## src/mips_consts.svh

```systemverilog
// widths, opcodes, funct codes and memory depth shared by the package, the RTL and the testbench
`ifndef MIPS_CONSTS_SVH
`define MIPS_CONSTS_SVH

`define MIPS_XLEN        32  // data and instruction width
`define MIPS_REG_AW      5   // register address width
`define MIPS_OP_W        6   // opcode and funct field width
`define MIPS_IMM_W       16  // i-format immediate width
`define MIPS_DMEM_WORDS  64  // data memory depth in words
`define MIPS_DMEM_AW     6   // data memory word address width

// opcodes
`define MIPS_OP_RTYPE    6'h00
`define MIPS_OP_ADDI     6'h08
`define MIPS_OP_LW       6'h23
`define MIPS_OP_SW       6'h2b

// funct codes for r-type
`define MIPS_FN_ADD      6'h20
`define MIPS_FN_SUB      6'h22
`define MIPS_FN_AND      6'h24
`define MIPS_FN_OR       6'h25
`define MIPS_FN_SLT      6'h2a

`endif

```

## src/mips_pkg.sv

```systemverilog
// instruction, control and stage-boundary types, referenced by scoped name from the core and testbench
`include "mips_consts.svh"

package mips_pkg;

    typedef struct packed {
        logic [`MIPS_OP_W-1:0]   opcode;
        logic [`MIPS_REG_AW-1:0] rs;
        logic [`MIPS_REG_AW-1:0] rt;
        logic [`MIPS_REG_AW-1:0] rd;
        logic [`MIPS_REG_AW-1:0] shamt;
        logic [`MIPS_OP_W-1:0]   funct;
    } r_fmt_t;

    typedef struct packed {
        logic [`MIPS_OP_W-1:0]   opcode;
        logic [`MIPS_REG_AW-1:0] rs;
        logic [`MIPS_REG_AW-1:0] rt;
        logic [`MIPS_IMM_W-1:0]  imm;
    } i_fmt_t;

    // one instruction word seen through both decodings
    typedef union packed {
        r_fmt_t r_fmt;
        i_fmt_t i_fmt;
    } instr_t;

    typedef enum logic [2:0] {
        ALU_ADD,
        ALU_SUB,
        ALU_AND,
        ALU_OR,
        ALU_SLT
    } alu_op_t;

    typedef struct packed {
        logic    reg_write;
        logic    mem_read;
        logic    mem_write;
        logic    alu_src_imm;  // second operand is the immediate
        alu_op_t alu_op;
    } ctrl_t;

    typedef struct packed {
        logic   valid;
        instr_t instr;
    } fetch_t;

    typedef struct packed {
        ctrl_t                   ctrl;
        logic [`MIPS_REG_AW-1:0] rs;
        logic [`MIPS_REG_AW-1:0] rt;
        logic [`MIPS_REG_AW-1:0] dest;
        logic [`MIPS_XLEN-1:0]   rs_val;
        logic [`MIPS_XLEN-1:0]   rt_val;
        logic [`MIPS_XLEN-1:0]   imm_ext;
    } id_ex_t;

    typedef struct packed {
        ctrl_t                   ctrl;
        logic [`MIPS_REG_AW-1:0] dest;
        logic [`MIPS_XLEN-1:0]   alu_result;  // also the load/store byte address
        logic [`MIPS_XLEN-1:0]   store_data;
    } ex_mem_t;

    typedef struct packed {
        logic                    valid;
        logic [`MIPS_REG_AW-1:0] rd;
        logic [`MIPS_XLEN-1:0]   data;
    } commit_t;

endpackage

```

## src/memory_stage.sv

```systemverilog
// memory stage: word-addressed data memory and the MEM/WB register that drives commit
`timescale 1ns/100ps
`include "mips_consts.svh"

module memory_stage (
    input  logic               SYS_clk,
    input  logic               SYS_reset,
    input  mips_pkg::ex_mem_t  ex_mem,
    output mips_pkg::commit_t  wb
);
    logic [`MIPS_XLEN-1:0]    dmem [`MIPS_DMEM_WORDS];
    logic [`MIPS_DMEM_AW-1:0] addr;
    logic [`MIPS_XLEN-1:0]    rd_data;
    logic                     wb_valid_q;
    logic [`MIPS_REG_AW-1:0]  wb_rd_q;
    logic [`MIPS_XLEN-1:0]    wb_data_q;

    assign addr    = ex_mem.alu_result[`MIPS_DMEM_AW+1:2];  // drop byte offset
    assign rd_data = dmem[addr];

    always_ff @(posedge SYS_clk or posedge SYS_reset)
    begin
        if (SYS_reset)
        begin
            for (int i = 0; i < `MIPS_DMEM_WORDS; i++)
                dmem[i] <= '0;
        end
        else if (ex_mem.ctrl.mem_write)
        begin
            dmem[addr] <= ex_mem.store_data;
        end
    end

    always_ff @(posedge SYS_clk or posedge SYS_reset)
    begin
        if (SYS_reset)
            wb_valid_q <= 1'b0;
        else
            wb_valid_q <= ex_mem.ctrl.reg_write;
    end

    always_ff @(posedge SYS_clk)
    begin
        wb_rd_q   <= ex_mem.dest;
        wb_data_q <= ex_mem.ctrl.mem_read ? rd_data : ex_mem.alu_result;  // load word or alu
    end

    assign wb = '{valid: wb_valid_q, rd: wb_rd_q, data: wb_data_q};

endmodule

```

## config.mk

```make
export PLATFORM = sky130hd
export DESIGN_NAME = memory_stage
export DESIGN_NICKNAME = d
export VERILOG_FILES = /design/src/mips_pkg.sv /design/src/memory_stage.sv
export VERILOG_INCLUDE_DIRS = /design/src
export SDC_FILE = /design/constraint.sdc
export NUM_CORES = 2
export LEC_CHECK = 0
export ABC_AREA = 1
export CAP_MARGIN = 20
export CORE_UTILIZATION = 40
export CTS_BUF_LIST = sky130_fd_sc_hd__clkbuf_8
export DETAILED_ROUTE_END_ITERATION = 7
export DONT_BUFFER_PORTS = 1
export HOLD_SLACK_MARGIN = 0.1
export PLACE_DENSITY = 0.64
export SETUP_SLACK_MARGIN = 0.3
export SLEW_MARGIN = 40
export SYNTH_ARGS = -nofsm -noshare
export SYNTH_HDL_FRONTEND = slang
export SYNTH_SLANG_ARGS = --single-unit
```

## constraint.sdc

```tcl
create_clock -name SYS_clk -period 59.3 [get_ports SYS_clk]
set_input_delay 5.93 -clock SYS_clk [delete_from_list [all_inputs] [get_ports SYS_clk]]
set_output_delay 5.93 -clock SYS_clk [all_outputs]
set_load 0.01 [all_outputs]
```

# Word-level counts from Yosys, hierarchy flattened
# Index checks and enable logic that the tools add are counted.
# Widths: inputs -> output; s select.
totals:
  ff_bits: 2086
  output_inout_bits: 38
  word_cells: 78
classes:
  n_lt_le_gt_ge: 2
  mux: 7
  bitwise_logic: 1
  reduce_logical: 1
op_table:
  columns: ["op", "count"]
  rows:
  - ["$bwmux 2048", 1]
  - ["$bmux 32 s6", 1]
  - ["$demux 32 s6", 1]
  - ["$mux 32", 4]
  - ["$ge 7x7->1 const B", 1]
  - ["$lt 7x1->1 const B", 1]
  - ["$not 6->7", 1]
  - ["$logic_and 1x1->1", 1]

# Logic depth before layout (Yosys ltp)
depth:
  word_depth: 6
  ltp_mapped: 14
  mapped_depth_nobuf: 11

# Worst setup path before layout
# No wires, ideal clock.
synth_timing:
  path_kind: "input to register"
  from: "input port ex_mem[34] in the netlist's numbering"
  to: "register wb_data_q[2]"
  t_arrival_ns: 7.404
  required_time_ns: 59.191
  slack_ns: 51.787
  path_stages: 14
  path_buffers: 4
  cell_sequence: "buf_2 > inv_2 > buf_2 > buf_2 > clkbuf_1 > nand2_1 > nand3_1 > nand2_1 > o21ai_0 > nand2_1 > nor2_1 > nand3_1 > nand2_1 > inv_1"
synth_between:
  elab_chain_cells: 5
synth_lines:
  columns: ["item", "line_no", "source"]
  rows:
  - ["start, declared", "memory_stage.sv:8", "input mips_pkg::ex_mem_t ex_mem,"]
  - ["$not 6->7 (not written as such)", "memory_stage.sv:19", "assign rd_data = dmem[addr];"]
  - ["$bmux 32 s6", "memory_stage.sv:19", null]
  - ["$mux 32 (not written as such) (2 in a row)", "memory_stage.sv:19", null]
  - ["$mux 32 *", "memory_stage.sv:45", "wb_data_q <= ex_mem.ctrl.mem_read ? rd_data : ex_mem.alu_result;"]
  - ["end signal, assigned", "memory_stage.sv:45", null]
  - ["end, declared", "memory_stage.sv:16", "logic [`MIPS_XLEN-1:0] wb_data_q;"]
# Every way passes the cells marked *; elsewhere a longest branch is shown, timed or not. The select of a mux whose other input is x is not followed.
# A chain may end at the register's enable or synchronous reset.

# Final worst setup path
layout_timing:
  from: "input port ex_mem[34] in the netlist's numbering"
  to: "register wb_data_q[25]"
layout_between:
  elab_chain_cells: 5
layout_lines:
  columns: ["item", "line_no"]
  rows:
  - ["$not 6->7 (not written as such)", "memory_stage.sv:19"]
  - ["$bmux 32 s6", "memory_stage.sv:19"]
  - ["$mux 32 (not written as such) (2 in a row)", "memory_stage.sv:19"]
  - ["$mux 32", "memory_stage.sv:45"]
# No other way between the ends. The select of a mux whose other input is x is not followed.

==> qor.log <==
qor: outcome.outcome finished with violations
qor: outcome.failed_checks max-slew violations
qor: clock_network.clock_latency 1.12 ns
qor: critical_path.worst-path-max-fanout 1293
qor: die.die_height 496.2 um
qor: final_layout.final_cell_mix sky130_fd_sc_hd__nand2_1, sky130_fd_sc_hd__o21ai_0, sky130_fd_sc_hd__dfrtp_1
qor: synthesis.post_synthesis_register_bit_count 2086
qor: sta.finalSetupViolations 0
qor: clock_network.cts.sink_count 2086
qor: min_path.worst_hold_path.num_cells 2
qor: sta.min_period_over_period 0.1883
qor: synthesis.main_area_contributors_after_synthesis sky130_fd_sc_hd__dfrtp_1, sky130_fd_sc_hd__nand2_1, sky130_fd_sc_hd__o21ai_0
qor: final_layout.num-nets-final 12566
qor: die.core-area 243000 um2
qor: critical_path.worst_ep_required_time 60.31 ns
qor: global_routing.number_of_global_route_vias_before_repair 75627
qor: synthesis.yosys_warnings 0
qor: die.initial_core_util 0.4021
qor: final_layout.layout_commonest_cell sky130_fd_sc_hd__nand2_1
qor: synthesis.synth_top_cell_by_area sky130_fd_sc_hd__dfrtp_1
qor: final_layout.stdcell_count 15972
qor: clock_network.tritoncts built
qor: synthesis.synthesis.instances 12898
qor: critical_path.timing.critical_path.arrival 12.18 ns
qor: synthesis.post_synth_instance_area 97710 um2
qor: placement.routabilityCongestion 0.8043
qor: sta.maxSlewViolCount 1094
qor: placement.numPortBuffers 0
qor: clock_network.htreeDepth 5
qor: synthesis.ys_types 23
qor: sta.rsz0062_at_grt no
qor: sta.achievable_clock_frequency 0.08956 GHz
qor: power_and_ir_drop.p_per_area 32.37 nW/um2
qor: sta.timing.setup.tns 0 ns
qor: die.rows 181
qor: die.die_w 496.2 um
qor: critical_path.worstSetupStartpointType input pin
qor: global_routing.grt_antenna_before_repair 11
qor: sta.timing.slew.headroom -0.7042
qor: synthesis.syn-mean-instance-area 7.575 um2
qor: critical_path.timing.critical_path.to_type flop
qor: power_and_ir_drop.power.static_leakage 53.55 nW
qor: critical_path.timing_worst_setup_path_type input pin to flop
qor: drt.dr_total_vias 82327
qor: sta.finalCriticalPeriod 11.17 ns
qor: drt.finalWirelength 320300 um
qor: synthesis.synth.net_count 12976
qor: final_layout.drive_gt1_frac 0.07009
qor: clock_network.numCtsBuffers 379
qor: clock_network.clk_transition_reported_paths 0.06 ns
qor: sta.worst_slew_pin_slew 2.556 ns
qor: final_layout.area_growth_syn_to_layout 10.47%
qor: drt.number_of_iterations_in_the_first_detailed_routing_pass 8
qor: job.drv.max_cap_violation_count 0
qor: global_routing.overflow 0
qor: sta.finalHoldViolations 0
qor: min_path.min-delay-path-class flop to flop
qor: drt.wl_per_cell 20.06 um
qor: clock_network.postCtsSetupBuffers 0
qor: global_routing.grtUsageTotal 0.2605
qor: clock_network.clock-root-buffer sky130_fd_sc_hd__clkbuf_8
qor: critical_path.reg2regPathDepth 10
qor: power_and_ir_drop.worst_ir_drop_vdd 0.00002806 V
qor: placement.dp.cells 15307
qor: clock_network.cts_max_path_buffers 4
qor: placement.detailedPlacementHpwl 169500 um
qor: drt.drcViolationCount 0
qor: clock_network.hold_buffers 0
qor: clock_network.ctsResizeCount 0
qor: drt.ant_nets 0
qor: sta.skew 0.1230 ns
qor: drt.avgViaCountPerCell 5.154
qor: synthesis.synth_sequential_area_ratio 0.5324
qor: die.ios 116
qor: global_routing.grt_pass1_wl 482500 um
qor: global_routing.grt_max_degree 1294
qor: die.fp.dieArea 246200 um2
qor: synthesis.synthDominantCellAreaShare 0.5248
qor: drt.drtIter0Drc 8969
qor: sta.worst_hold_slack 0.4746 ns
==> worst max-delay path: stages <==
cell and delay (ns):
sky130_fd_sc_hd__inv_8 1.34, sky130_fd_sc_hd__buf_4 0.69, sky130_fd_sc_hd__buf_4 0.72, sky130_fd_sc_hd__buf_4 0.78
sky130_fd_sc_hd__nand2_1 0.12, sky130_fd_sc_hd__nand3_1 0.11, sky130_fd_sc_hd__nand2_1 0.05, sky130_fd_sc_hd__o21ai_0 0.24
sky130_fd_sc_hd__nand2_1 0.08, sky130_fd_sc_hd__nor2_1 0.28, sky130_fd_sc_hd__nand3_1 0.36, sky130_fd_sc_hd__nand2_1 0.14
sky130_fd_sc_hd__inv_1 0.04
==> kinds of logic after synthesis <==
family / Yosys count / share of synthesized area
buffers and inverters: 2598 / 0.1010
flip-flops: 2086 / 0.5324
AND/OR/NAND/NOR: 5691 / 0.2324
AO/OA/AOI/OAI: 2523 / 0.1342
==> metal layers <==
layer	up-vias	routed length [um]	track usage
met4	0	10520	0.09043
li1	39236	-	-
met1	39310	137700	0.3567
met5	-	0	0
met2	3232	143700	0.4128
met3	549	28450	0.04918
==> metrics by stage <==
step	area, um2	power (mW)	util	setup WS, ns
finish	107900	3.494	0.4442	48.13
global route	107900	3.679	0.4440	49.36
CTS	107800	3.512	0.4437	49.80
detailed placement	100600	2.193	0.4139	48.75
global placement	99640	2.173	0.4101	48.11
floorplan	97710	2.111	-	24.92
==> synthesized netlist by cell type (all sizes together) <==
cell	n
a21oi	27
buf	120
clkbuf	829
clkinv	3
dfrtp	2049
dfxtp	37
inv	1646
nand2	4351
nand3	751
nand3b	2
nor2	456
nor3	6
o211ai	195
o21ai	2301
or2	125
==> flip-flops by register name, summed over array words and instances (netlist names) <==
| signal | count |
|---|---|
| wb_rd_q | 5 |
| dmem | 2048 |
| wb_valid_q | 1 |
| wb_data_q | 32 |
==> report_power, final <==
group	switching, mW	internal (mW)	leakage, nW
clock	0.611	0.707	4.25
sequential	0.0866	1.64	25.6
combinational	0.288	0.161	23.7
total	0.985	2.51	53.5
==> final timing paths <==
check	start	endpoint	slack, ns
min in group asynchronous	SYS_reset	dmem[664]	4.69
hold reg to reg	dmem[432]	dmem[432]	0.47
max in group asynchronous	SYS_reset	dmem[775]	50.66
hold / removal	dmem[432]	dmem[432]	0.47
setup / recovery	ex_mem[34]	wb_data_q[25]	48.13
setup reg to reg	dmem[722]	wb_data_q[18]	56.91
==> cell type report <==
| cell class | count | area [um2] |
|---|---|---|
| Antenna cell | 15 | 37.54 |
| Inverter | 1649 | 6208 |
| Multi-Input combinational cell | 8214 | 36590 |
| Sequential cell | 2086 | 52010 |
| Fill cell | 24370 | 135100 |
| Tap cell | 3202 | 4006 |
| Clock buffer | 470 | 6469 |
| Timing Repair Buffer | 158 | 1839 |
| Clock inverter | 178 | 769.5 |
No activity file was read; power rests on OpenSTA's default activity.
