$ cat src/mips_consts.svh
// widths, opcodes, funct codes and memory depth shared by the package, the RTL and the testbench
`ifndef MIPS_CONSTS_SVH
`define MIPS_CONSTS_SVH

`define MIPS_XLEN        32  // data and instruction width
`define MIPS_REG_AW      5   // register address width
`define MIPS_OP_W        6   // opcode and funct field width
`define MIPS_IMM_W       16  // i-format immediate width
`define MIPS_DMEM_WORDS  64  // data memory depth in words
`define MIPS_DMEM_AW     6   // data memory word address width

// opcodes
`define MIPS_OP_RTYPE    6'h00
`define MIPS_OP_ADDI     6'h08
`define MIPS_OP_LW       6'h23
`define MIPS_OP_SW       6'h2b

// funct codes for r-type
`define MIPS_FN_ADD      6'h20
`define MIPS_FN_SUB      6'h22
`define MIPS_FN_AND      6'h24
`define MIPS_FN_OR       6'h25
`define MIPS_FN_SLT      6'h2a

`endif

$ cat src/mips_pkg.sv
// instruction, control and stage-boundary types, referenced by scoped name from the core and testbench
`include "mips_consts.svh"

package mips_pkg;

    typedef struct packed {
        logic [`MIPS_OP_W-1:0]   opcode;
        logic [`MIPS_REG_AW-1:0] rs;
        logic [`MIPS_REG_AW-1:0] rt;
        logic [`MIPS_REG_AW-1:0] rd;
        logic [`MIPS_REG_AW-1:0] shamt;
        logic [`MIPS_OP_W-1:0]   funct;
    } r_fmt_t;

    typedef struct packed {
        logic [`MIPS_OP_W-1:0]   opcode;
        logic [`MIPS_REG_AW-1:0] rs;
        logic [`MIPS_REG_AW-1:0] rt;
        logic [`MIPS_IMM_W-1:0]  imm;
    } i_fmt_t;

    // one instruction word seen through both decodings
    typedef union packed {
        r_fmt_t r_fmt;
        i_fmt_t i_fmt;
    } instr_t;

    typedef enum logic [2:0] {
        ALU_ADD,
        ALU_SUB,
        ALU_AND,
        ALU_OR,
        ALU_SLT
    } alu_op_t;

    typedef struct packed {
        logic    reg_write;
        logic    mem_read;
        logic    mem_write;
        logic    alu_src_imm;  // second operand is the immediate
        alu_op_t alu_op;
    } ctrl_t;

    typedef struct packed {
        logic   valid;
        instr_t instr;
    } fetch_t;

    typedef struct packed {
        ctrl_t                   ctrl;
        logic [`MIPS_REG_AW-1:0] rs;
        logic [`MIPS_REG_AW-1:0] rt;
        logic [`MIPS_REG_AW-1:0] dest;
        logic [`MIPS_XLEN-1:0]   rs_val;
        logic [`MIPS_XLEN-1:0]   rt_val;
        logic [`MIPS_XLEN-1:0]   imm_ext;
    } id_ex_t;

    typedef struct packed {
        ctrl_t                   ctrl;
        logic [`MIPS_REG_AW-1:0] dest;
        logic [`MIPS_XLEN-1:0]   alu_result;  // also the load/store byte address
        logic [`MIPS_XLEN-1:0]   store_data;
    } ex_mem_t;

    typedef struct packed {
        logic                    valid;
        logic [`MIPS_REG_AW-1:0] rd;
        logic [`MIPS_XLEN-1:0]   data;
    } commit_t;

endpackage

$ cat src/execute_stage.sv
// execute stage: operand forwarding, ALU and the EX/MEM register
`timescale 1ns/100ps
`include "mips_consts.svh"

module execute_stage (
    input  logic               SYS_clk,
    input  logic               SYS_reset,
    input  mips_pkg::id_ex_t   id_ex,
    input  mips_pkg::commit_t  wb,
    output mips_pkg::ex_mem_t  ex_mem
);
    logic [`MIPS_XLEN-1:0] op_a;
    logic [`MIPS_XLEN-1:0] rt_fwd;
    logic [`MIPS_XLEN-1:0] op_b;
    logic [`MIPS_XLEN-1:0] alu_result;
    mips_pkg::ctrl_t       ex_mem_ctrl_q;
    mips_pkg::ex_mem_t     ex_mem_data_q;

    // newest producer wins, r0 never forwarded
    function automatic logic [`MIPS_XLEN-1:0] fwd(
        input logic [`MIPS_REG_AW-1:0] src,
        input logic [`MIPS_XLEN-1:0]   reg_val,
        input mips_pkg::ex_mem_t       em,
        input mips_pkg::commit_t       wr
    );
        if (src == '0)
            return reg_val;
        if (em.ctrl.reg_write && em.dest == src)
            return em.alu_result;
        if (wr.valid && wr.rd == src)
            return wr.data;
        return reg_val;
    endfunction

    assign op_a   = fwd(id_ex.rs, id_ex.rs_val, ex_mem, wb);
    assign rt_fwd = fwd(id_ex.rt, id_ex.rt_val, ex_mem, wb);
    assign op_b   = id_ex.ctrl.alu_src_imm ? id_ex.imm_ext : rt_fwd;

    always_comb
    begin
        case (id_ex.ctrl.alu_op)
            mips_pkg::ALU_ADD: alu_result = op_a + op_b;
            mips_pkg::ALU_SUB: alu_result = op_a - op_b;
            mips_pkg::ALU_AND: alu_result = op_a & op_b;
            mips_pkg::ALU_OR:  alu_result = op_a | op_b;
            mips_pkg::ALU_SLT: alu_result = {{(`MIPS_XLEN-1){1'b0}},
                                             $signed(op_a) < $signed(op_b)};  // signed compare
            default:           alu_result = op_a + op_b;
        endcase
    end

    always_ff @(posedge SYS_clk or posedge SYS_reset)
    begin
        if (SYS_reset)
            ex_mem_ctrl_q <= '0;
        else
            ex_mem_ctrl_q <= id_ex.ctrl;
    end

    always_ff @(posedge SYS_clk)
    begin
        ex_mem_data_q.ctrl       <= id_ex.ctrl;
        ex_mem_data_q.dest       <= id_ex.dest;
        ex_mem_data_q.alu_result <= alu_result;
        ex_mem_data_q.store_data <= rt_fwd;  // forwarded rt for sw
    end

    always_comb
    begin
        ex_mem      = ex_mem_data_q;
        ex_mem.ctrl = ex_mem_ctrl_q;
    end

endmodule

$ cat config.mk
export PLATFORM = sky130hd
export DESIGN_NAME = execute_stage
export DESIGN_NICKNAME = d
export VERILOG_FILES = /design/src/mips_pkg.sv /design/src/execute_stage.sv
export VERILOG_INCLUDE_DIRS = /design/src
export SDC_FILE = /design/constraint.sdc
export NUM_CORES = 1
export LEC_CHECK = 0
export BUFFER_PORTS_ARGS = -buffer_cell sky130_fd_sc_hd__buf_2
export CAP_MARGIN = 20
export CORE_UTILIZATION = 49
export DETAILED_ROUTE_END_ITERATION = 10
export PLACE_DENSITY = 0.81
export SKIP_CTS_REPAIR_TIMING = 1
export SYNTH_ARGS = -nofsm -noshare
export SYNTH_HDL_FRONTEND = slang
export SYNTH_SLANG_ARGS = --single-unit
export TNS_END_PERCENT = 5
$ cat constraint.sdc
create_clock -name SYS_clk -period 4.4 [get_ports SYS_clk]
set_input_delay 0.44 -clock SYS_clk [delete_from_list [all_inputs] [get_ports SYS_clk]]
set_output_delay 0.44 -clock SYS_clk [all_outputs]
set_load 0.02 [all_outputs]
### Yosys cells after proc, flatten, opt, wreduce, memory -nomap -nowiden

Cells that the tools add are included.

| cells by class | value |
|---|---|
| add/subtract/negate cells | 2 |
| bitwise operators | 2 |
| equality and inequality tests | 8 |
| multiplexer cells | 26 |
| div/mod/pow operators | 0 |
| shift-type cells | 0 |
| multipliers | 0 |
| reduce and logical (&&, ||, !) cells | 6 |
| order comparisons | 1 |

Operators with widths:

| cell | number |
|---|---|
| $mux W32 | 13 |
| $pmux W32 S4 | 1 |
| $add A32 B32 Y32 | 1 |
| $and A32 B32 Y32 | 1 |
| $lt A32 B32 Y1 | 1 |
| $or A32 B32 Y32 | 1 |
| $sub A32 B32 Y32 | 1 |
| $eq A5 B5 Y1 | 4 |
| $mux W1 | 12 |
| $logic_not A5 Y1 | 2 |
| $eq A3 B2 Y1 const B | 2 |
| $logic_and A1 B1 Y1 | 4 |
| $eq A3 B1 Y1 const B | 1 |
| $eq A3 B3 Y1 const B | 1 |

| storage, ports and cells | value |
|---|---|
| bits in registers | 76 |
| memory bits (read-only) | 0 |
| memories kept | 0 |
| memory bits (writable) | 0 |
| bits in latches | 0 |
| bits of input ports | 158 |

### Longest topological paths before layout

| logic depth | value |
|---|---|
| depth in word-level cells | 12 |
| mapped depth | 20 |

### Worst setup path before layout

Ideal clock, no wire load.

| timing | value |
|---|---|
| path type | input port to flip-flop |
| from | in id_ex[103] (netlist bit) |
| to | reg ex_mem_data_q, in the netlist ex_mem[55] |
| stages on the path | 17 |
| arrival time | 4451 ps |
| path slack | -173 ps |
| cells stage by stage | xor2_1 -> nor4_1 -> nand3_1 -> nand2b_1 -> clkbuf_1 -> o22a_1 -> o22ai_1 -> o21ai_0 -> ha_1 -> a211o_1 -> a221o_1 -> a311oi_2 -> o21bai_2 -> a21o_1 -> a221oi_4 -> o211ai_1 -> a221o_1 |

| between the ends | value |
|---|---|
| cells in the longest elaborated chain, start to end | 11 |

Ends and longest elaborated chain:

| item | line | RTL |
|---|---|---|
| from (decl) | execute_stage.sv:8 | `input mips_pkg::id_ex_t id_ex,` |
| $eq A5 B5 Y1 | execute_stage.sv:30 | `if (wr.valid && wr.rd == src)` |
| $logic_and A1 B1 Y1 | execute_stage.sv:30 |  |
| $mux W1 (2 in a row) | execute_stage.sv:30 |  |
| $mux W1 | execute_stage.sv:28 | `if (em.ctrl.reg_write && em.dest == src)` |
| $mux W32 | execute_stage.sv:32 | `return reg_val;` |
| $mux W32 | execute_stage.sv:30 |  |
| $mux W32 * | execute_stage.sv:28 |  |
| $mux W32 * | execute_stage.sv:37 | `assign op_b = id_ex.ctrl.alu_src_imm ? id_ex.imm_ext : rt_fwd;` |
| $add A32 B32 Y32, or another cell as far along | execute_stage.sv:42, execute_stage.sv:48 |  |
| $pmux W32 S4 * | execute_stage.sv:41 | `case (id_ex.ctrl.alu_op)` |
| named net alu_result[23] | execute_stage.sv:15 | `` logic [`MIPS_XLEN-1:0] alu_result; `` |
| to (decl) | execute_stage.sv:17 | `mips_pkg::ex_mem_t ex_mem_data_q;` |

Mark *: on every way through the listed nets, which the timed path passes. The rest lies on a longest branch. The select of a mux whose other input is x is not followed.

### Worst setup path in the final report

| timing | value |
|---|---|
| from | reg ex_mem_data_q, in the netlist ex_mem[65] |
| to | reg ex_mem_data_q, in the netlist ex_mem[63] |

| between the ends | value |
|---|---|
| cells in the longest elaborated chain, start to end | 10 |

Ends and longest elaborated chain:

| item | line |
|---|---|
| $eq A5 B5 Y1 | execute_stage.sv:28 |
| $logic_and A1 B1 Y1 | execute_stage.sv:28 |
| $mux W32 | execute_stage.sv:28 |
| $mux W32 | execute_stage.sv:30 |
| $mux W32 | execute_stage.sv:32 |
| $mux W32 | execute_stage.sv:30 |
| $mux W32 | execute_stage.sv:28 |
| $mux W32 | execute_stage.sv:37 |
| $add A32 B32 Y32, or another cell as far along | execute_stage.sv:42, execute_stage.sv:48 |
| $pmux W32 S4 * | execute_stage.sv:41 |
| named net alu_result[31] | execute_stage.sv:15 |

Marks and branches as above.

==> results.sh <==
export IMPL_vias=10940
export IMPL_ys_ff_latch=76
export IMPL_drcViolationCount=0
export IMPL_overflow=0
export IMPL_violations="setup timing"
export IMPL_die_h_um=132
export IMPL_nFillCells=1295
export IMPL_synth_ff_type="dfxtp_1"
export IMPL_synthTopCellsByCount="inv_1 (132), ha_1 (103), o22a_1 (89), nand2_1 (82), nor2_1 (73)"
export IMPL_final_nets=1823
export IMPL_cts_tree="built"
export IMPL_synth_compound_area_share_pct=38.8
export IMPL_clkTransAtPathRegs_ns=0.07
export IMPL_clock_sinks=76
export IMPL_synth_nets=1364
export IMPL_cp_cell_sequence="xor2_1 > nor4_2 > nand3_1 > buf_4 > buf_4 > o22a_1 > o22ai_1 > o21ai_0 > buf_4 > ha_1 > nor4_1 > o21ai_0 > a31oi_2 > a2111oi_2 > nor4_1 > a21boi_1 > o32ai_1"
export IMPL_path_class="reg2reg"
export IMPL_setup_tns_ns=-2.31
export IMPL_synth_edf_count=0
export IMPL_place_area_sq_um=11600
export IMPL_synth_top_cell_area_share_pct=16.7
export IMPL_synthCells=1101
export IMPL_cts_htree_levels=3
export IMPL_grt_usage_pct=40.1
export IMPL_netlist_area_sq_um=8280
export IMPL_worst_ep_required_time_ns=4.63
export IMPL_place_inst=1760
export IMPL_largest_reg_flops=76
export IMPL_holdWs_ns=0.000841
export IMPL_min_path_type="in2async"
export IMPL_cp_slowest_cell="nor4_1"
export IMPL_synth_distinct_cells=73
export IMPL_final_area_sq_um=12300
export IMPL_cts_buffer_depth=2
export IMPL_reg2reg_setup_slack_ns=-0.24
export IMPL_synth_area_top_cells="dfxtp_1 (17%), ha_1 (16%), o22a_1 (9.4%)"
export IMPL_syn_avg_cell_area_sq_um=7.52
export IMPL_max_freq_ghz=0.215
export IMPL_rsz0062_at_grt="yes"
export IMPL_path_delay_family="compound AO/OA/AOI/OAI gates"
export IMPL_drt_iter0_markers=1395
export IMPL_grt_pass1_vias=10425
export IMPL_area_growth_pct=48.3
export IMPL_grt_pass1_wl_um=54800
export IMPL_cp_max_fo=19
export IMPL_num_io_pins=234
export IMPL_maxCapViolCount=0
export IMPL_power_leakage_nw=6.09
export IMPL_relSlewSlack_pct=27.0
export IMPL_antenna_found_initial=0
export IMPL_pre_cts_slack_ns=-0.665
export IMPL_tightest_slew_ns=1.10
export IMPL_startpoint_type="register"
export IMPL_die_area_sq_um=17400
export IMPL_status="finished with violations"
export IMPL_drv_slew=0
export IMPL_ant_nets=0
export IMPL_irDropWorstVdd_mv=0.236
export IMPL_io_buffers=233
export IMPL_synth_area_leader_cell="dfxtp_1"
export IMPL_multiInputGateArea_sq_um=6230
export IMPL_wl_per_cell_um=20.5
export IMPL_synth_most_common_cell="inv_1"
export IMPL_numCtsBuffers=9
export IMPL_cp_arrival_ns=4.87
export IMPL_insertion_delay_ns=0.36
export IMPL_yosys_warnings=0
export IMPL_r2r_cells=17
export IMPL_hold_viol=0
export IMPL_rr_endpoint="ex_mem[63]"
export IMPL_fin_cells=1785
export IMPL_gp_congestion=1.03
export IMPL_synth_xor_xnor_area_share_pct=3.70
export IMPL_ys_seq_area_share_pct=18.8
export IMPL_grt_max_degree=40
export IMPL_diodes=0
export IMPL_skew_ns=0.00653
export IMPL_synth_async_sr_flop_share_pct=9.21
export IMPL_synth_mux_area_share_pct=0.393
export IMPL_timing_rr_start="ex_mem[65]"
export IMPL_die_width_um=132
export IMPL_synth_top_family_by_area="compound AO/OA/AOI/OAI gates"
export IMPL_post_dp_hpwl_um=27800
export IMPL_seqCellArea_sq_um=1560
export IMPL_cp_slowest_stage_delay_ns=0.40
export IMPL_worstSetupEndpointType="register"
export IMPL_cts_root_buf="clkbuf_16"
export IMPL_drt_wl_total_um=36600
export IMPL_vias_per_cell=6.13
export IMPL_worst_path_buf_inv=3
export IMPL_first_pass_iters=7
export IMPL_layout_drive_gt1_share_pct=38.2
export IMPL_synth_adder_area_share_pct=16.2
export IMPL_p_total_mw=3.72
export IMPL_crit_top_cell="buf_4"
export IMPL_fin_crit_sh_pct=106
export IMPL_power_density_nw_per_um2=303
export IMPL_final_util_pct=74.3
export IMPL_num_rows=47
export IMPL_start_util_pct=50.1
export IMPL_yosys_area_share_simple_pct=12.9
export IMPL_fin_ws_ns=-0.244
export IMPL_fin_crit_ns=4.64
export IMPL_finalSetupViolCount=15
export IMPL_core_area_sq_um=16500
-- worst reg2reg max path, cell delays in order (launching register included) --
cell and delay (ns):
dfxtp_2 0.36, xor2_1 0.18, nor4_2 0.32, nand3_1 0.22
buf_4 0.21, buf_4 0.23, o22a_1 0.24, o22ai_1 0.30
o21ai_0 0.16, buf_4 0.17, ha_1 0.36, nor4_1 0.40
o21ai_0 0.27, a31oi_2 0.35, a2111oi_2 0.09, nor4_1 0.35
a21boi_1 0.21, o32ai_1 0.10
-- layout by cell type, fill, tap and decap left out, types with 7 or more instances in the layout --
cell type,netlist,layout
nand2_1,82,82
o21a_1,13,13
o221ai_1,21,21
o22ai_1,46,43
ha_1,103,97
o21ai_2,1,8
nor2b_1,9,8
a221o_1,15,15
nor2_1,73,68
a21oi_1,72,69
nand3_1,14,13
a22oi_1,7,7
o211ai_1,15,15
inv_1,132,131
a21o_1,13,13
xnor2_1,16,14
o21bai_1,14,14
xor2_1,19,18
buf_4,0,268
o21ai_1,1,9
a31oi_1,11,8
nand2b_1,10,10
dfrtp_1,7,7
clkbuf_16,0,9
dfxtp_1,69,68
buf_2,1,233
o22a_1,89,89
o21ai_0,68,53
nor4_1,9,7
nor3_1,15,13
buf_12,0,9
-- layout make-up --
class	count	area share, %
multi-input combinational	825	50.7
timing repair buffer	515	27.8
sequential	76	12.7
inverter	133	4.06
tap	220	2.24
clock buffer	9	1.83
clock inverter	7	0.672
-- logic make-up (layout without fill, tap and decap cells) --
family | count (synthesis) | after routing
buffers and inverters | 200 | 664
AO/OA/AOI/OAI | 446 | 446
AND/OR/NAND/NOR | 235 | 235
XOR/XNOR | 35 | 35
flip-flops | 76 | 76
multiplexers | 3 | 3
adder cells (fa/ha/maj) | 106 | 106
-- metal layers --
metal / GRT usage, % / part of all wire (%) / vias to the layer above
met1: 51.0 / 39 / 5073
met2: 65.4 / 46 / 770
met4: 15.8 / 3.7 / 0
li1: - / - / 4953
met3: 9.27 / 12 / 144
met5: 0 / 0 / -
-- power by group --
part | total (mW) | switching, mW | internal, mW
logic | 2.02 | 1.12 | 0.893
clock network | 0.817 | 0.366 | 0.452
registers | 0.887 | 0.0885 | 0.798
-- how the worst max path moves through the flow --
stage / cells past startpoint / startpoint / slack (ns) / end
floorplan: 17 / id_ex[103] / 0.03 / ex_mem[55]
global placement: 22 / wb[34] / -0.47 / ex_mem[63]
detailed placement: 22 / id_ex[103] / -0.66 / ex_mem[56]
CTS: 22 / ex_mem[67] / -0.50 / ex_mem[58]
global route: 18 / ex_mem[65] / -0.43 / ex_mem[63]
finish: 17 / ex_mem[65] / -0.24 / ex_mem[63]
No activity file was read; power rests on OpenSTA's default activity.
