## src/mips_consts.svh

```systemverilog
// widths, opcodes, funct codes and memory depth shared by the package, the RTL and the testbench
`ifndef MIPS_CONSTS_SVH
`define MIPS_CONSTS_SVH

`define MIPS_XLEN        32  // data and instruction width
`define MIPS_REG_AW      5   // register address width
`define MIPS_OP_W        6   // opcode and funct field width
`define MIPS_IMM_W       16  // i-format immediate width
`define MIPS_DMEM_WORDS  64  // data memory depth in words
`define MIPS_DMEM_AW     6   // data memory word address width

// opcodes
`define MIPS_OP_RTYPE    6'h00
`define MIPS_OP_ADDI     6'h08
`define MIPS_OP_LW       6'h23
`define MIPS_OP_SW       6'h2b

// funct codes for r-type
`define MIPS_FN_ADD      6'h20
`define MIPS_FN_SUB      6'h22
`define MIPS_FN_AND      6'h24
`define MIPS_FN_OR       6'h25
`define MIPS_FN_SLT      6'h2a

`endif

```

## src/mips_pkg.sv

```systemverilog
// instruction, control and stage-boundary types, referenced by scoped name from the core and testbench
`include "mips_consts.svh"

package mips_pkg;

    typedef struct packed {
        logic [`MIPS_OP_W-1:0]   opcode;
        logic [`MIPS_REG_AW-1:0] rs;
        logic [`MIPS_REG_AW-1:0] rt;
        logic [`MIPS_REG_AW-1:0] rd;
        logic [`MIPS_REG_AW-1:0] shamt;
        logic [`MIPS_OP_W-1:0]   funct;
    } r_fmt_t;

    typedef struct packed {
        logic [`MIPS_OP_W-1:0]   opcode;
        logic [`MIPS_REG_AW-1:0] rs;
        logic [`MIPS_REG_AW-1:0] rt;
        logic [`MIPS_IMM_W-1:0]  imm;
    } i_fmt_t;

    // one instruction word seen through both decodings
    typedef union packed {
        r_fmt_t r_fmt;
        i_fmt_t i_fmt;
    } instr_t;

    typedef enum logic [2:0] {
        ALU_ADD,
        ALU_SUB,
        ALU_AND,
        ALU_OR,
        ALU_SLT
    } alu_op_t;

    typedef struct packed {
        logic    reg_write;
        logic    mem_read;
        logic    mem_write;
        logic    alu_src_imm;  // second operand is the immediate
        alu_op_t alu_op;
    } ctrl_t;

    typedef struct packed {
        logic   valid;
        instr_t instr;
    } fetch_t;

    typedef struct packed {
        ctrl_t                   ctrl;
        logic [`MIPS_REG_AW-1:0] rs;
        logic [`MIPS_REG_AW-1:0] rt;
        logic [`MIPS_REG_AW-1:0] dest;
        logic [`MIPS_XLEN-1:0]   rs_val;
        logic [`MIPS_XLEN-1:0]   rt_val;
        logic [`MIPS_XLEN-1:0]   imm_ext;
    } id_ex_t;

    typedef struct packed {
        ctrl_t                   ctrl;
        logic [`MIPS_REG_AW-1:0] dest;
        logic [`MIPS_XLEN-1:0]   alu_result;  // also the load/store byte address
        logic [`MIPS_XLEN-1:0]   store_data;
    } ex_mem_t;

    typedef struct packed {
        logic                    valid;
        logic [`MIPS_REG_AW-1:0] rd;
        logic [`MIPS_XLEN-1:0]   data;
    } commit_t;

endpackage

```

## src/decode_stage.sv

```systemverilog
// decode stage: IF/ID register, control decode, register read, load-use stall and ID/EX register
`timescale 1ns/100ps
`include "mips_consts.svh"

module decode_stage (
    input  logic               SYS_clk,
    input  logic               SYS_reset,
    input  mips_pkg::fetch_t   fetch,
    output logic               ready,
    input  mips_pkg::ex_mem_t  ex_mem,
    input  mips_pkg::commit_t  wb,
    output mips_pkg::id_ex_t   id_ex
);
    logic                    ifid_valid_q;
    mips_pkg::instr_t        ifid_instr_q;
    mips_pkg::ctrl_t         ctrl;
    logic [`MIPS_REG_AW-1:0] dest;
    logic                    use_rs;
    logic                    use_rt;
    logic [`MIPS_XLEN-1:0]   rs_val;
    logic [`MIPS_XLEN-1:0]   rt_val;
    logic                    stall;
    mips_pkg::id_ex_t        id_ex_nxt;
    mips_pkg::id_ex_t        id_ex_data_q;
    mips_pkg::ctrl_t         id_ex_ctrl_q;

    // IF/ID holds while stalled
    always_ff @(posedge SYS_clk or posedge SYS_reset)
    begin
        if (SYS_reset)
            ifid_valid_q <= 1'b0;
        else if (ready)
            ifid_valid_q <= fetch.valid;
    end

    always_ff @(posedge SYS_clk)
    begin
        if (ready)
            ifid_instr_q <= fetch.instr;
    end

    always_comb
    begin
        ctrl   = '0;
        use_rs = 1'b0;
        use_rt = 1'b0;
        dest   = ifid_instr_q.i_fmt.rt;  // rt unless r-type
        if (ifid_valid_q)
        begin
            case (ifid_instr_q.r_fmt.opcode)
                `MIPS_OP_RTYPE:
                begin
                    dest           = ifid_instr_q.r_fmt.rd;
                    use_rs         = 1'b1;
                    use_rt         = 1'b1;
                    ctrl.reg_write = 1'b1;
                    case (ifid_instr_q.r_fmt.funct)
                        `MIPS_FN_ADD: ctrl.alu_op = mips_pkg::ALU_ADD;
                        `MIPS_FN_SUB: ctrl.alu_op = mips_pkg::ALU_SUB;
                        `MIPS_FN_AND: ctrl.alu_op = mips_pkg::ALU_AND;
                        `MIPS_FN_OR:  ctrl.alu_op = mips_pkg::ALU_OR;
                        `MIPS_FN_SLT: ctrl.alu_op = mips_pkg::ALU_SLT;
                        default:      ctrl.reg_write = 1'b0;  // unknown funct is a no-op
                    endcase
                end
                `MIPS_OP_ADDI:
                begin
                    use_rs           = 1'b1;
                    ctrl.reg_write   = 1'b1;
                    ctrl.alu_src_imm = 1'b1;
                end
                `MIPS_OP_LW:
                begin
                    use_rs           = 1'b1;
                    ctrl.reg_write   = 1'b1;
                    ctrl.mem_read    = 1'b1;
                    ctrl.alu_src_imm = 1'b1;
                end
                `MIPS_OP_SW:
                begin
                    use_rs           = 1'b1;
                    use_rt           = 1'b1;  // store data
                    ctrl.mem_write   = 1'b1;
                    ctrl.alu_src_imm = 1'b1;
                end
                default: ;
            endcase
        end
        if (dest == '0)
            ctrl.reg_write = 1'b0;  // r0 writes never commit
    end

    reg_file i_reg_file (
        .SYS_clk   (SYS_clk),
        .SYS_reset (SYS_reset),
        .rs_addr   (ifid_instr_q.i_fmt.rs),
        .rt_addr   (ifid_instr_q.i_fmt.rt),
        .rs_val    (rs_val),
        .rt_val    (rt_val),
        .wb        (wb)
    );

    // a load still in execute cannot forward yet, so hold one cycle
    assign stall = id_ex.ctrl.mem_read && id_ex.dest != '0 &&
                   ((use_rs && id_ex.dest == ifid_instr_q.i_fmt.rs) ||
                    (use_rt && id_ex.dest == ifid_instr_q.i_fmt.rt));
    assign ready = ~stall;

    always_comb
    begin
        id_ex_nxt.ctrl    = stall ? '0 : ctrl;  // bubble during stall
        id_ex_nxt.rs      = ifid_instr_q.i_fmt.rs;
        id_ex_nxt.rt      = ifid_instr_q.i_fmt.rt;
        id_ex_nxt.dest    = dest;
        id_ex_nxt.rs_val  = rs_val;
        id_ex_nxt.rt_val  = rt_val;
        id_ex_nxt.imm_ext = {{(`MIPS_XLEN-`MIPS_IMM_W){ifid_instr_q.i_fmt.imm[`MIPS_IMM_W-1]}},
                             ifid_instr_q.i_fmt.imm};
    end

    always_ff @(posedge SYS_clk or posedge SYS_reset)
    begin
        if (SYS_reset)
            id_ex_ctrl_q <= '0;
        else
            id_ex_ctrl_q <= id_ex_nxt.ctrl;
    end

    always_ff @(posedge SYS_clk)
    begin
        id_ex_data_q <= id_ex_nxt;
    end

    always_comb
    begin
        id_ex      = id_ex_data_q;
        id_ex.ctrl = id_ex_ctrl_q;
    end

endmodule

```

## src/reg_file.sv

```systemverilog
// 32-entry register file with two read ports and one write port fed by the write-back commit
`timescale 1ns/100ps
`include "mips_consts.svh"

module reg_file (
    input  logic                    SYS_clk,
    input  logic                    SYS_reset,
    input  logic [`MIPS_REG_AW-1:0] rs_addr,
    input  logic [`MIPS_REG_AW-1:0] rt_addr,
    output logic [`MIPS_XLEN-1:0]   rs_val,
    output logic [`MIPS_XLEN-1:0]   rt_val,
    input  mips_pkg::commit_t       wb
);
    logic [`MIPS_XLEN-1:0] regs [2**`MIPS_REG_AW];

    // write-through so decode sees the value being written this cycle
    function automatic logic [`MIPS_XLEN-1:0] read_port(
        input logic [`MIPS_REG_AW-1:0] addr,
        input logic [`MIPS_XLEN-1:0]   stored,
        input mips_pkg::commit_t       wr
    );
        if (addr == '0)
            return '0;  // r0 hardwired
        if (wr.valid && wr.rd == addr)
            return wr.data;
        return stored;
    endfunction

    always_ff @(posedge SYS_clk or posedge SYS_reset)
    begin
        if (SYS_reset)
        begin
            for (int i = 0; i < 2**`MIPS_REG_AW; i++)
                regs[i] <= '0;
        end
        else if (wb.valid && wb.rd != '0)
        begin
            regs[wb.rd] <= wb.data;
        end
    end

    assign rs_val = read_port(rs_addr, regs[rs_addr], wb);
    assign rt_val = read_port(rt_addr, regs[rt_addr], wb);

endmodule

```

## config.mk

```make
export PLATFORM = sky130hd
export DESIGN_NAME = decode_stage
export DESIGN_NICKNAME = d
export VERILOG_FILES = /design/src/mips_pkg.sv /design/src/decode_stage.sv /design/src/reg_file.sv
export VERILOG_INCLUDE_DIRS = /design/src
export SDC_FILE = /design/constraint.sdc
export NUM_CORES = 2
export LEC_CHECK = 0
export BUFFER_PORTS_ARGS = -buffer_cell sky130_fd_sc_hd__buf_2
export CELL_PAD_IN_SITES_DETAIL_PLACEMENT = 0
export CELL_PAD_IN_SITES_GLOBAL_PLACEMENT = 1
export CORE_ASPECT_RATIO = 1.5
export CORE_MARGIN = 3
export CORE_UTILIZATION = 49
export CTS_BUF_LIST = sky130_fd_sc_hd__clkbuf_4 sky130_fd_sc_hd__clkbuf_8
export CTS_CLUSTER_DIAMETER = 120
export DETAILED_ROUTE_END_ITERATION = 10
export HOLD_SLACK_MARGIN = 0.1
export PLACE_DENSITY_LB_ADDON = 0.1
export SYNTH_ARGS = -nofsm -noshare
export SYNTH_HDL_FRONTEND = slang
export SYNTH_SLANG_ARGS = --single-unit
```

## constraint.sdc

```tcl
create_clock -name SYS_clk -period 30.2 [get_ports SYS_clk]
set_input_delay 1.51 -clock SYS_clk [delete_from_list [all_inputs] [get_ports SYS_clk]]
set_output_delay 1.51 -clock SYS_clk [all_outputs]
set_load 0.05 [all_outputs]
```

After elaboration in Yosys (flattened, before gate mapping)
Index checks and enable logic that the tools add are counted.
Widths: inputs -> output; s select.
{ "op_classes": {"add_sub_neg": 0, "mul": 0, "n_div": 0, "magnitude_cmp": 4, "n_eq_ne": 12, "n_shift": 0, "n_mux": 39, "bitwise": 4, "reduce_logical": 20} }
{ "op_table": {"columns": ["cell", "n"], "rows": [
  ["$bwmux 1024", 1],
  ["$mux 32", 13],
  ["$bmux 32 s5", 2],
  ["$demux 32 s5", 1],
  ["$eq 6x6->1 const B", 7],
  ["$eq 5x5->1", 4],
  ["$ge 6x6->1 const B", 3],
  ["$not 5->6", 3],
  ["$logic_not 5->1", 3],
  ["$mux 1", 15],
  ["$mux 7", 2],
  ["$pmux 3 s4", 1],
  ["$mux 5", 2],
  ["$reduce_bool 5->1", 2],
  ["$logic_and 1x1->1", 8],
  ["$eq 6x4->1 const B", 1],
  ["$logic_not 6->1", 1],
  ["$lt 6x1->1 const B", 1],
  ["$reduce_or 5->1", 1],
  ["$reduce_or 2->1", 2],
  ["$reduce_or 4->1", 1],
  ["$mux 3", 1],
  ["$reduce_or 3->1", 1],
  ["$pmux 1 s2", 1],
  ["other kinds (2)", 2]
]} }
{ "word_totals": {"regBits": 1159, "latchBits": 0, "mem_bits_rw": 0, "mem_bits_ro": 0, "in_bits": 149, "out_inout_bits": 119, "wordCells": 124, "n_memories": 0} }

Logic depth before layout (Yosys ltp)
{ "depth": {"word_depth": 8, "depth_mapped": 10, "mapped_depth_nobuf": 5} }

Cells and area by module
From an unflattened synthesis, not the netlist that was laid out.
{ "hier_totals": {"cells_unflattened": 4055, "area_unflattened_um2": 58896.5} }
{ "by_module_without_submodules": {"columns": ["module", "n_inst", "cells_each", "area_per_inst_um2", "seq_area_each_um2"], "rows": [
  ["reg_file", 1, 3843, 55218.0, 25624.6],
  ["decode_stage", 1, 212, 3678.5, 3062.9]
]} }

Least setup slack after synthesis
OpenSTA, ideal clock, no wires.
{ "synth_path": {"kind": "reg2out", "startpoint": "reg id_ex_data_q, in the netlist id_ex[97]", "endpoint": "out ready", "t_arrival_ns": 2.403, "t_required_ns": 28.690, "path_slack_ns": 26.287, "path_stages_with_launch": 5, "n_path_buf": 1, "cell_sequence": "dfxtp_1 > or4_1 > o221a_2 > buf_2 > inv_1"} }
{ "synth_via": {"elab_chain_len": 5, "elab_cells_between_ends": 9, "cone_classes": "2 x eq/ne; 1 x bitwise; 6 x reduce/logical"} }
{ "synth_lines": {"columns": ["element", "line", "text"], "rows": [
  ["from (decl)", "decode_stage.sv:24", "mips_pkg::id_ex_t id_ex_data_q;"],
  ["from (signal assigned)", "decode_stage.sv:131", "id_ex_data_q <= id_ex_nxt;"],
  ["$eq 5x5->1, on equally long branches", "decode_stage.sv:105, decode_stage.sv:106", null],
  ["$logic_and 1x1->1, on equally long branches", "decode_stage.sv:105, decode_stage.sv:106", null],
  ["$logic_or 1x1->1", "decode_stage.sv:105", "((use_rs && id_ex.dest == ifid_instr_q.i_fmt.rs) ||"],
  ["$logic_and 1x1->1 (*)", "decode_stage.sv:104", "assign stall = id_ex.ctrl.mem_read && id_ex.dest != '0 &&"],
  ["$not 1->1 (*)", "decode_stage.sv:107", "assign ready = ~stall;"],
  ["to (decl)", "decode_stage.sv:9", "output logic ready,"]
]} }
Every way passes the cells marked *; elsewhere a longest branch is shown, timed or not.

Worst setup path in the final report
{ "layout_path": {"startpoint": "reg ifid_instr_q[21] in the netlist's numbering", "endpoint": "reg id_ex_data_q, in the netlist id_ex[86]"} }
{ "layout_via": {"elab_chain_len": 6, "elab_cells_between_ends": 13, "cone_classes": "1 x eq/ne; 9 x mux; 1 x bitwise; 2 x reduce/logical"} }
{ "layout_lines": {"columns": ["element", "line", "text"], "rows": [
  ["from (decl)", "decode_stage.sv:15", "mips_pkg::instr_t ifid_instr_q;"],
  ["from (signal assigned)", "decode_stage.sv:39", "ifid_instr_q <= fetch.instr;"],
  ["$not 5->6 (not written as such) or $eq 5x5->1 (tied branches)", "reg_file.sv:42, reg_file.sv:24", null],
  ["$bmux 32 s5 or $logic_and 1x1->1 (tied branches)", "reg_file.sv:42, reg_file.sv:24", null],
  ["$mux 32 (not written as such) or $mux 1 (tied branches) (2 in series)", "reg_file.sv:42, reg_file.sv:24", null],
  ["$mux 32", "reg_file.sv:26", "return stored;"],
  ["$mux 32 (*)", "reg_file.sv:24", "if (wr.valid && wr.rd == addr)"]
]} }
Every way passes the cells marked *; elsewhere a longest branch is shown, timed or not. The select of a mux whose other input is x is not followed.
A chain may end at the register's enable or synchronous reset.

==> metrics.csv <==
metric,value,unit
yosysMostFrequentCell,dfrtp_1,
fillers,10017,
core,118000,sq um
setup_viol,0,
crit_path_max_incr_delay,0.73,ns
port_buffers,191,
nNetsFinal,4253,
postSynth.asyncResetShare,89.0,%
syn_area_per_cell,14.3,sq um
cts_tree,built,
worstMarginPinSlew,1.28,ns
p_leak,0.0283,uW
area_growth_syn_to_layout,10.3,%
rsz0062_at_grt,no,
vdd_drop_max,0.0455,mV
rows,154,
ys.flop_type,dfrtp_1,
cp-start-kind,flip-flop,
status,"complete, no violations",
final.period_utilization,17.6,%
postCtsHoldBufs,0,
seq_area_frac_synth,49.1,%
num_vias,38467,
cts_buffers,182,
grt_overflow_total,0,
drcViolationCount,0,
initial_core_util,49.5,%
crit_arrival,6.08,ns
antenna_found_initial,20,
clkLatencyLatePin,0.91,ns
end_kind,flip-flop,
ant_nets,0,
wirelength,199,mm
post_cts_buffers,0,
critPathSlowestCell,buf_4,
clk_pin_slew,0.06,ns
grt_pass1_wl,286,mm
first_global_vias,40072,
maxSlewHeadroom,14.6,%
netlist_area,58400,sq um
hold_violations,0,
synth-seq-cells,1159,
synth_edf_count,32,
cap_viol_max_count,0,
worstPathCellList,buf_4 -> buf_4 -> buf_4 -> buf_4 -> buf_4 -> mux4_2 -> a22oi_1 -> nand4_1 -> a32o_1,
clk_path_buf_depth,3,
hp-class,reg2reg,
ys_top_cells_by_area,"dfrtp_1 44%, mux2_2 19%, mux4_2 14%, mux2i_1 6.0%, dfxtp_1 3.3%",
synth.top_cell.area_share,44.2,%
tns,0,ns
cp_common_cell,buf_4,
fin_skew,0.0322,ns
ioPinCount,268,
drt-wirelength-per-cell,34.1,um
clock.fmax,188,MHz
syn-num-nets,4229,
hpwlAfterDp,116,mm
grt_use_total,32.3,%
cts.sinks,1159,
p_per_area,67.3,nW/um^2
path_buf_inv,5,
dieArea,123000,sq um
final_layout_size_suffix_gt1_share,48.1,%
routabilityCongestion,0.817,
yosysTopAreaCell,dfrtp_1,
ys_types,57,
cts_root_buf,clkbuf_8,
crit_family,buffers and inverters,
drtIter0Drc,3028,
viasPerCell,6.60,
yosysWarnings,0,
finalCoreUtilization,54.6,%
ys_top_cells_by_count,"1032 x dfrtp_1, 996 x mux2_2, 353 x mux4_2, 350 x mux2i_1, 189 x clkbuf_1",
period_minus_slack,5.32,ns
die_width,288,um
cp.required,30.97,ns
ctsHtreeMaxLevel,4,
synth_cells,4080,
worstPathMaxFanout,36,
grt_max_degree,164,
critical_path_class,reg2reg,
dr.pass1.iters,7,
drv_slew,0,
cts_resized,0,
dieHeight,429,um
cell usage in the layout, fill, tap and decap left out, types with 38 or more instances in the layout:
cell type  netlist  layout
nand4_1         38      38
a21oi_1         80      78
dfxtp_1         95      95
mux4_2         353     353
o21ai_0         43      43
o221ai_1        39      39
mux2_2         996     996
clkbuf_4         0      73
nand2_1        134     117
a32o_1          58      58
clkbuf_8         0     234
dfrtp_1       1032    1032
buf_4           30     107
a22oi_1        118     118
buf_2          178     191
mux2i_1        350     350
area by class of cell:
type / count / area, sq um / area share, %
Clock buffer: 307 / 3770 / 5.86
Antenna cell: 12 / 30.0 / 0.0467
Multi-Input combinational cell: 2447 / 27800 / 43.1
Timing Repair Buffer: 303 / 1860 / 2.89
Sequential cell: 1159 / 28700 / 44.6
Inverter: 11 / 45.0 / 0.0700
Clock inverter: 29 / 248 / 0.385
Tap cell: 1560 / 1950 / 3.03
kinds of logic after synthesis:
kind of cell              synth area share, %
xor gates and xnor gates                0.180
AOI/OAI and AO/OA                        5.97
DFF                                      49.1
muxes                                    38.9
and+or+nand+nor                          2.17
buffers and inverters                    3.67
worst register-to-register path, cell delays in order, from the launching register on:
cell and delay (ns):
edfxtp_1 0.34, buf_4 0.51, buf_4 0.68, buf_4 0.70, buf_4 0.78, buf_4 0.77
mux4_2 0.62, a22oi_1 0.25, nand4_1 0.20, a32o_1 0.34
final timing paths:
path | from | endpoint | slack (ns) | cells past startpoint
worst min-delay path | ifid_instr_q[8] | id_ex[8] | 0.34 | 0
worst max-delay path | ifid_instr_q[21] | id_ex[86] | 24.88 | 9
min in group asynchronous | SYS_reset | i_reg_file.regs[221] | 0.85 | 3
worst max register to register | ifid_instr_q[21] | id_ex[86] | 24.88 | 9
worst min register to register | ifid_instr_q[8] | id_ex[8] | 0.34 | 0
max in group asynchronous | SYS_reset | i_reg_file.regs[909] | 26.26 | 6
routing by layer:
| metal | share of wire (%) | GRT usage, % | wire length (um) | vias up |
|---|---|---|---|---|
| met2 | 49 | 53.6 | 97800 | 1423 |
| met3 | 6.5 | 6.28 | 12900 | 479 |
| met1 | 40 | 41.2 | 78700 | 20854 |
| met5 | 0.030 | 0 | 60 | - |
| li1 | - | - | - | 15701 |
| met4 | 4.7 | 14.1 | 9260 | 10 |
power by group:
group          switching (uW)  leakage, uW  internal [uW]
Combinational             391       0.0118            455
Clock                     649      0.00213            810
Sequential                192       0.0144           1830
registers in the layout (all words and copies together), names as in the netlist:
register         flops
i_reg_file.regs   1024
ifid_valid_q         1
ifid_instr_q        32
id_ex              102
metrics by stage:
step	hold slack (ns)	cell area (sq um)	power [uW]	std cells	worst slack (ns)
3_3_place_gp	0.326	60300	2870	5480	24.85
6_report	0.339	64400	4330	5828	24.88
4_1_cts	0.338	64300	4360	5816	24.83
2_1_floorplan	0.323	58400	2670	4080	14.46
5_1_grt	0.347	64300	4520	5818	24.65
3_5_place_dp	0.328	60300	2900	5480	24.85
Note: power is estimated with default switching activity, not from simulation.
